**config.mk**
```make
export PLATFORM = sky130hd
export DESIGN_NAME = wbs_ctrl
export DESIGN_NICKNAME = d
export VERILOG_FILES = /design/src/hw/knn_wb_pkg.sv /design/src/hw/wbs_ctrl.sv
export VERILOG_INCLUDE_DIRS = /design/src /design/src/hw
export SDC_FILE = /design/constraint.sdc
export NUM_CORES = 1
export LEC_CHECK = 0
export BUFFER_PORTS_ARGS = -buffer_cell sky130_fd_sc_hd__buf_2
export CAP_MARGIN = 0
export CORE_AREA = 8 8 342 344
export CTS_BUF_LIST = sky130_fd_sc_hd__clkbuf_16
export DETAILED_ROUTE_END_ITERATION = 7
export DIE_AREA = 0 0 350 352
export HOLD_SLACK_MARGIN = 0.02
export SLEW_MARGIN = 20
export SYNTH_ARGS = -nofsm -noshare
export SYNTH_HDL_FRONTEND = slang
export SYNTH_SLANG_ARGS = --single-unit
```
**constraint.sdc**
```tcl
create_clock -name wb_clk_i -period 3.4 [get_ports wb_clk_i]
set_clock_uncertainty 0.1 [all_clocks]
set_input_delay 0.51 -clock wb_clk_i [delete_from_list [all_inputs] [get_ports wb_clk_i]]
set_output_delay 0.51 -clock wb_clk_i [all_outputs]
set_load 0.01 [all_outputs]
```
**src/hw/knn_wb_macros.svh**
```systemverilog
`ifndef KNN_WB_MACROS_SVH
`define KNN_WB_MACROS_SVH

// patch geometry
`define KNN_DATA_W       11
`define KNN_PATCH_SIZE   5

// leaf banks, one per patch slot in a leaf
`define KNN_LEAF_SIZE    8
`define KNN_NUM_LEAVES   64

// query memory holds a 26 x 19 grid of patches
`define KNN_NUM_QUERYS   494
`define KNN_NODE_DEPTH   256

// region decode uses the upper half of the address
`define KNN_ADDR_MASK    32'hFFFF_0000

// control bits, full-address match
`define KNN_MODE_ADDR    32'h3000_0000
`define KNN_DEBUG_ADDR   32'h3000_0004
`define KNN_DONE_ADDR    32'h3000_0008

// memory regions
`define KNN_QUERY_BASE   32'h3001_0000
`define KNN_LEAF_BASE    32'h3002_0000
`define KNN_NODE_BASE    32'h3004_0000

`endif
```
**src/hw/knn_wb_pkg.sv**
```systemverilog
`include "knn_wb_macros.svh"

package knn_wb_pkg;

    // wishbone bus
    typedef logic [31:0] wb_addr_t;
    typedef logic [31:0] wb_data_t;

    // five packed 11-bit values
    typedef logic [`KNN_DATA_W*`KNN_PATCH_SIZE-1:0] patch_t;

    // one leaf entry, written as two bus words
    typedef logic [63:0] leaf_word_t;

    // memory word addresses
    typedef logic [$clog2(`KNN_NUM_QUERYS)-1:0] qp_addr_t;
    typedef logic [$clog2(`KNN_NUM_LEAVES)-1:0] leaf_addr_t;
    typedef logic [$clog2(`KNN_NODE_DEPTH)-1:0] node_addr_t;

    // bus controller states
    typedef enum logic [1:0] {
        idle,
        read_mem,
        reg_mem_read,
        ack
    } wbs_state_t;

endpackage

```
**src/hw/wbs_ctrl.sv**
```systemverilog
`timescale 1ns/1ps
`include "knn_wb_macros.svh"

module wbs_ctrl (
    input  logic                     wb_clk_i,
    input  logic                     wb_rst_i,

    input  logic                     wbs_cyc_i,
    input  logic                     wbs_stb_i,
    input  logic                     wbs_we_i,
    input  logic [3:0]               wbs_sel_i,
    input  knn_wb_pkg::wb_addr_t     wbs_adr_i,
    input  knn_wb_pkg::wb_data_t     wbs_dat_i,
    output logic                     wbs_ack_o,
    output knn_wb_pkg::wb_data_t     wbs_dat_o,

    output logic                     mode_o,
    output logic                     debug_o,
    output logic                     done_o,

    output logic                     qp_csb_o,
    output logic                     qp_web_o,
    output knn_wb_pkg::qp_addr_t     qp_addr_o,
    output knn_wb_pkg::patch_t       qp_wdata_o,
    input  knn_wb_pkg::patch_t       qp_rdata_i,

    output logic [`KNN_LEAF_SIZE-1:0] leaf_csb_o,
    output logic [`KNN_LEAF_SIZE-1:0] leaf_web_o,
    output knn_wb_pkg::leaf_addr_t   leaf_addr_o,
    output knn_wb_pkg::leaf_word_t   leaf_wdata_o,
    input  knn_wb_pkg::leaf_word_t   leaf_rdata_i [`KNN_LEAF_SIZE],

    output logic                     node_csb_o,
    output logic                     node_web_o,
    output knn_wb_pkg::node_addr_t   node_addr_o,
    output knn_wb_pkg::wb_data_t     node_wdata_o,
    input  knn_wb_pkg::wb_data_t     node_rdata_i
);

    import knn_wb_pkg::*;

    localparam int PATCH_W = $bits(patch_t);
    localparam int BANK_W  = $clog2(`KNN_LEAF_SIZE);

    wbs_state_t state_q;
    wbs_state_t state_d;

    logic                    wbs_valid;
    logic                    req_latch;
    logic                    we_q;
    wb_addr_t                adr_q;
    wb_data_t                dat_q;
    wb_data_t                low_q;
    logic                    ack_d;
    logic                    ack_q;
    wb_data_t                dat_o_d;
    wb_data_t                dat_o_q;
    logic                    dat_o_en;
    wb_addr_t                region;
    logic                    hit_query;
    logic                    hit_leaf;
    logic                    hit_node;
    logic [BANK_W-1:0]       leaf_bank;
    logic                    wr_cycle;

    assign wbs_valid = wbs_cyc_i & wbs_stb_i;
    assign wbs_ack_o = ack_q;
    assign wbs_dat_o = dat_o_q;

    assign region    = adr_q & `KNN_ADDR_MASK;
    assign hit_query = (region == `KNN_QUERY_BASE);
    assign hit_leaf  = (region == `KNN_LEAF_BASE);
    assign hit_node  = (region == `KNN_NODE_BASE);
    assign leaf_bank = adr_q[3 +: BANK_W];

    // write side effects all land on the edge that ends the ack cycle
    assign wr_cycle = (state_q == ack) && we_q;

    // bit 2 picks the 32-bit half and bits 1:0 are byte lanes
    assign qp_addr_o    = adr_q[3 +: $bits(qp_addr_t)];
    assign leaf_addr_o  = adr_q[11:6];
    assign node_addr_o  = adr_q[9:2];
    assign qp_wdata_o   = {dat_q[PATCH_W-33:0], low_q};
    assign leaf_wdata_o = {dat_q, low_q};
    assign node_wdata_o = dat_q;

    always_ff @(posedge wb_clk_i or posedge wb_rst_i) begin
        if (wb_rst_i) begin
            state_q <= idle;
        end else begin
            state_q <= state_d;
        end
    end

    always_comb begin
        state_d    = state_q;
        req_latch  = 1'b0;
        ack_d      = 1'b0;
        dat_o_d    = '0;
        dat_o_en   = 1'b0;
        qp_csb_o   = 1'b1;
        qp_web_o   = 1'b1;
        leaf_csb_o = '1;
        leaf_web_o = '1;
        node_csb_o = 1'b1;
        node_web_o = 1'b1;

        unique case (state_q)
            idle: begin
                if (wbs_valid) begin
                    req_latch = 1'b1;
                    if (wbs_we_i) begin
                        ack_d   = 1'b1;
                        state_d = ack;
                    end else begin
                        state_d = read_mem;
                    end
                end
            end

            read_mem: begin
                state_d = reg_mem_read;
                if (hit_query) begin
                    qp_csb_o = 1'b0;
                end else if (hit_leaf) begin
                    leaf_csb_o[leaf_bank] = 1'b0;
                end else if (hit_node) begin
                    node_csb_o = 1'b0;
                end
            end

            reg_mem_read: begin
                state_d  = ack;
                ack_d    = 1'b1;
                dat_o_en = 1'b1;
                if (hit_query) begin
                    // upper half of a patch is only 23 bits wide
                    dat_o_d = adr_q[2] ? {{(64 - PATCH_W){1'b0}}, qp_rdata_i[PATCH_W-1:32]}
                                       : qp_rdata_i[31:0];
                end else if (hit_leaf) begin
                    dat_o_d = adr_q[2] ? leaf_rdata_i[leaf_bank][63:32]
                                       : leaf_rdata_i[leaf_bank][31:0];
                end else if (hit_node) begin
                    dat_o_d = node_rdata_i;
                end else if (adr_q == `KNN_MODE_ADDR) begin
                    dat_o_d = {31'b0, mode_o};
                end else if (adr_q == `KNN_DEBUG_ADDR) begin
                    dat_o_d = {31'b0, debug_o};
                end else if (adr_q == `KNN_DONE_ADDR) begin
                    dat_o_d = {31'b0, done_o};
                end
            end

            ack: begin
                state_d = idle;
                if (we_q) begin
                    if (hit_query && adr_q[2]) begin
                        qp_csb_o = 1'b0;
                        qp_web_o = 1'b0;
                    end else if (hit_leaf && adr_q[2]) begin
                        leaf_csb_o[leaf_bank] = 1'b0;
                        leaf_web_o[leaf_bank] = 1'b0;
                    end else if (hit_node) begin
                        node_csb_o = 1'b0;
                        node_web_o = 1'b0;
                    end
                end
            end
        endcase
    end

    always_ff @(posedge wb_clk_i or posedge wb_rst_i) begin
        if (wb_rst_i) begin
            we_q  <= 1'b0;
            adr_q <= '0;
        end else if (req_latch) begin
            we_q  <= wbs_we_i;
            adr_q <= wbs_adr_i;
        end
    end

    // write data of the request, used in the ack cycle
    always_ff @(posedge wb_clk_i) begin
        if (req_latch) begin
            dat_q <= wbs_dat_i;
        end
    end

    // low word of a two-step query or leaf write
    always_ff @(posedge wb_clk_i) begin
        if (wr_cycle && !adr_q[2] && (hit_query || hit_leaf)) begin
            low_q <= dat_q;
        end
    end

    always_ff @(posedge wb_clk_i or posedge wb_rst_i) begin
        if (wb_rst_i) begin
            ack_q   <= 1'b0;
            dat_o_q <= '0;
        end else begin
            ack_q <= ack_d;
            if (dat_o_en) begin
                dat_o_q <= dat_o_d;
            end
        end
    end

    // accelerator control bits
    always_ff @(posedge wb_clk_i or posedge wb_rst_i) begin
        if (wb_rst_i) begin
            mode_o  <= 1'b0;
            debug_o <= 1'b0;
            done_o  <= 1'b0;
        end else if (wr_cycle) begin
            if (adr_q == `KNN_MODE_ADDR) begin
                mode_o <= dat_q[0];
            end
            if (adr_q == `KNN_DEBUG_ADDR) begin
                debug_o <= dat_q[0];
            end
            if (adr_q == `KNN_DONE_ADDR) begin
                done_o <= dat_q[0];
            end
        end
    end

endmodule

```
==> results.sh <==
export IMPL_status="complete, no violations"
export IMPL_std_cell_rows=123
export IMPL_grtUsageTotal=0.1654
export IMPL_worst_pin_slew_ns=1.177
export IMPL_fmax_mhz=312.9
export IMPL_final_cells=3430
export IMPL_maxCapViolations=0
export IMPL_maxSlewHeadroom=0.2073
export IMPL_worstPathRequired_ns=2.79
export IMPL_clockRootBuffer="clkbuf_16"
export IMPL_place_congestion=0.8828
export IMPL_drtIter0Drc=1042
export IMPL_die_h_um=352
export IMPL_timing_critical_path_mode_cell="buf_4"
export IMPL_fillers=12720
export IMPL_hpwl_um=93120
export IMPL_grt_max_degree=59
export IMPL_min_period_ns=3.195
export IMPL_use_met1=0.2067
export IMPL_multiInputGateArea_um2=5792
export IMPL_slew_violations=0
export IMPL_hold_buffers=0
export IMPL_end_kind="output pin"
export IMPL_postRouteAntennaNets=0
export IMPL_layout_drive_gt1_share=0.6098
export IMPL_area_delta_synth_final_pct=60.33
export IMPL_postLayoutCellArea_um2=17400
export IMPL_place_area_um2=16770
export IMPL_ys_seq_elements=135
export IMPL_grt_use_met2=0.2807
export IMPL_rsz0062_at_grt="false"
export IMPL_post_route_drc_count=0
export IMPL_io_buffers=897
export IMPL_max_stage_delay_ns=0.68
export IMPL_finalWirelength_um=106900
export IMPL_placed_cells=3380
export IMPL_initial_core_util=0.09727
export IMPL_core_um2=111600
export IMPL_synth_main_ff_cell="dfrtp_1"
export IMPL_clock_latency_ns=0.48
export IMPL_hold_ws_ns=0.06886
export IMPL_regArea_um2=3714
export IMPL_global_route_usage_met3=0.04672
export IMPL_yosysWarnings=0
export IMPL_tritoncts="yes"
export IMPL_first_pass_iters=5
export IMPL_numCtsBuffers=17
export IMPL_async_flop_share=0.5259
export IMPL_htree_levels=4
export IMPL_synth_avg_cell_area_um2=9.920
export IMPL_ir_worst_vdd_v=0.0003929
export IMPL_clk_path_buf_depth=2
export IMPL_syn_cell_area_um2=10850
export IMPL_worst_path_max_fanout=30
export IMPL_hold_path_class="in2async"
export IMPL_fin_setup_tns_ns=0
export IMPL_start_kind="flop"
export IMPL_cts_resized=0
export IMPL_synthCells=1094
export IMPL_fin_nets=2575
export IMPL_die_area_um2=123200
export IMPL_crit_type="reg2out"
export IMPL_cts_setup_buffers=0
export IMPL_grt_pass1_wl_um=135200
export IMPL_cp_slowest_cell="dfrtp_4"
export IMPL_p_per_area_nw_per_um2=759.4
export IMPL_die_w_um=350
export IMPL_synth_edf_count=64
export IMPL_vias_per_cell=3.840
export IMPL_io_pins=902
export IMPL_grt_busiest_layer="met2"
export IMPL_seq_area_frac_synth=0.3408
export IMPL_syn_num_nets=1770
export IMPL_first_global_vias=13821
export IMPL_cp_cell_sequence="buf_4 -> buf_4 -> nor2_1 -> nand2_1 -> buf_2"
export IMPL_wire_per_inst_um=31.16
export IMPL_hold_viol_final=0
export IMPL_clk_pin_slew_worst_paths_ns=0.08
export IMPL_vias=13171
export IMPL_power_mw=13.21
export IMPL_grt_overflow=0
export IMPL_period_share=0.9398
export IMPL_worstPathArrival_ns=2.59
export IMPL_setup_viol=0
export IMPL_leakage_nw=7.685
export IMPL_ys_types=67
export IMPL_clkSinkCount=135
export IMPL_antenna_found_initial=68
[synth_stat cells, drive strengths merged (6+ instances only)]
cell type | number | area (um2)
mux4 | 29 | 653.1
edfxtp | 64 | 1922
nand2b | 10 | 62.56
clkbuf | 31 | 116.4
a21o | 7 | 52.55
nor3 | 8 | 45.04
nor2b | 13 | 81.33
nand2 | 60 | 227.7
dfrtp | 71 | 1777
o221ai | 36 | 315.3
buf | 172 | 1222
a21oi | 50 | 250.2
nor4 | 8 | 71.32
nand4 | 8 | 56.30
a211oi | 15 | 112.6
o21ai | 77 | 385.4
a221oi | 9 | 78.83
o22a | 10 | 87.58
mux2 | 89 | 1002
a31oi | 6 | 37.54
o22ai | 75 | 469.2
nor2 | 56 | 217.7
inv | 17 | 63.81
nand3 | 17 | 85.08
mux2i | 79 | 790.8
o2bb2ai | 17 | 148.9
[worst paths after layout]
| path | startpoint | endpoint | slack (ns) | depth (start not counted) |
|---|---|---|---|---|
| max | adr_q[5]$_DFFE_PP0P_ | leaf_web_o[0] | 0.20 | 5 |
| min | wb_rst_i | adr_q[11]$_DFFE_PP0P_ | 0.07 | 2 |
| max reg2reg | adr_q[5]$_DFFE_PP0P_ | wbs_dat_o[5]$_DFFE_PP0P_ | 0.45 | 8 |
| min reg2reg | node_wdata_o[24]$_DFFE_PP_ | low_q[24]$_DFFE_PP_ | 0.38 | 0 |
| max in group asynchronous | wb_rst_i | adr_q[4]$_DFFE_PP0P_ | 2.39 | 3 |
| min in group wb_clk_i | wbs_dat_i[7] | node_wdata_o[7]$_DFFE_PP_ | 0.09 | 1 |
[per-layer routing]
metal	vias to the layer above	wire, um
met1	6425	44520
met5	-	161
met4	26	2709
met2	803	50560
li1	5739	-
met3	178	8942
[final cells by class]
cell class | count | area share
Clock inverter | 15 | 0.009204
Multi-Input combinational cell | 738 | 0.3329
Tap cell | 1500 | 0.1079
Timing Repair Buffer | 989 | 0.3056
Antenna cell | 18 | 0.002589
Inverter | 18 | 0.004027
Sequential cell | 135 | 0.2134
Clock buffer | 17 | 0.02445
[registers in the layout, indices dropped and copies added, names as in the netlist]
signal,count
node_wdata_o,32
mode_o,1
wbs_dat_o,32
we_q,1
wbs_ack_o,1
low_q,32
adr_q,32
debug_o,1
done_o,1
state_q,2
[cells by family (layout without fill, tap and decap cells)]
family	Yosys count	in the layout	share of synthesized area
buf+inv	221	1039	0.1296
compound gates	338	338	0.2071
fa+ha+maj	4	4	0.004612
other cells	0	18	0
mux	197	197	0.2254
xor+xnor	1	1	0.0008072
flops	135	135	0.3408
simple gates	198	198	0.09177
[cells in the final DEF, fill, tap and decap left out, types with 4 or more instances in the layout]
cell and count:
o21ai_0 77, o221ai_1 36, o22ai_1 75, edfxtp_1 64, nand3_1 17, nand2_1 58, mux2i_1 79, buf_2 897
clkbuf_16 17, diode_2 18, mux2_2 89, a21oi_1 50, inv_1 16, a221oi_1 9, o2bb2ai_1 17, nor4_1 6
nor2b_1 11, nor2_1 54, dfrtp_4 4, buf_12 11, nor3_1 7, a21o_1 7, a32oi_1 4, buf_4 81
nand4_1 7, inv_8 4, dfrtp_1 67, inv_6 6, o22a_1 10, nand2b_1 8, a211o_1 5, and2_1 4
a211oi_1 15, mux4_2 29, a31oi_1 6
[stage by stage]
stage | utilization | worst slack, ns
3_3_place_gp | 0.1503 | 0.3723
3_5_place_dp | 0.1503 | 0.3983
6_report | 0.1560 | 0.2046
5_1_grt | 0.1556 | 0.07796
4_1_cts | 0.1555 | 0.09750
2_1_floorplan | - | 0.2250
[report_power, final]
| part | leakage (nW) | internal (mW) | switching (mW) |
|---|---|---|---|
| logic | 5.92 | 3.25 | 5.39 |
| clock network | 0.291 | 1.04 | 0.965 |
| registers | 1.48 | 2.05 | 0.515 |
[critical path, delay by kind of cell (launching register included)]
family                 cells  cell delay (ns)
buffers and inverters      3             0.73
flip-flops                 1             0.68
AND/OR/NAND/NOR            2             0.66
No activity file was read; power rests on OpenSTA's default activity.
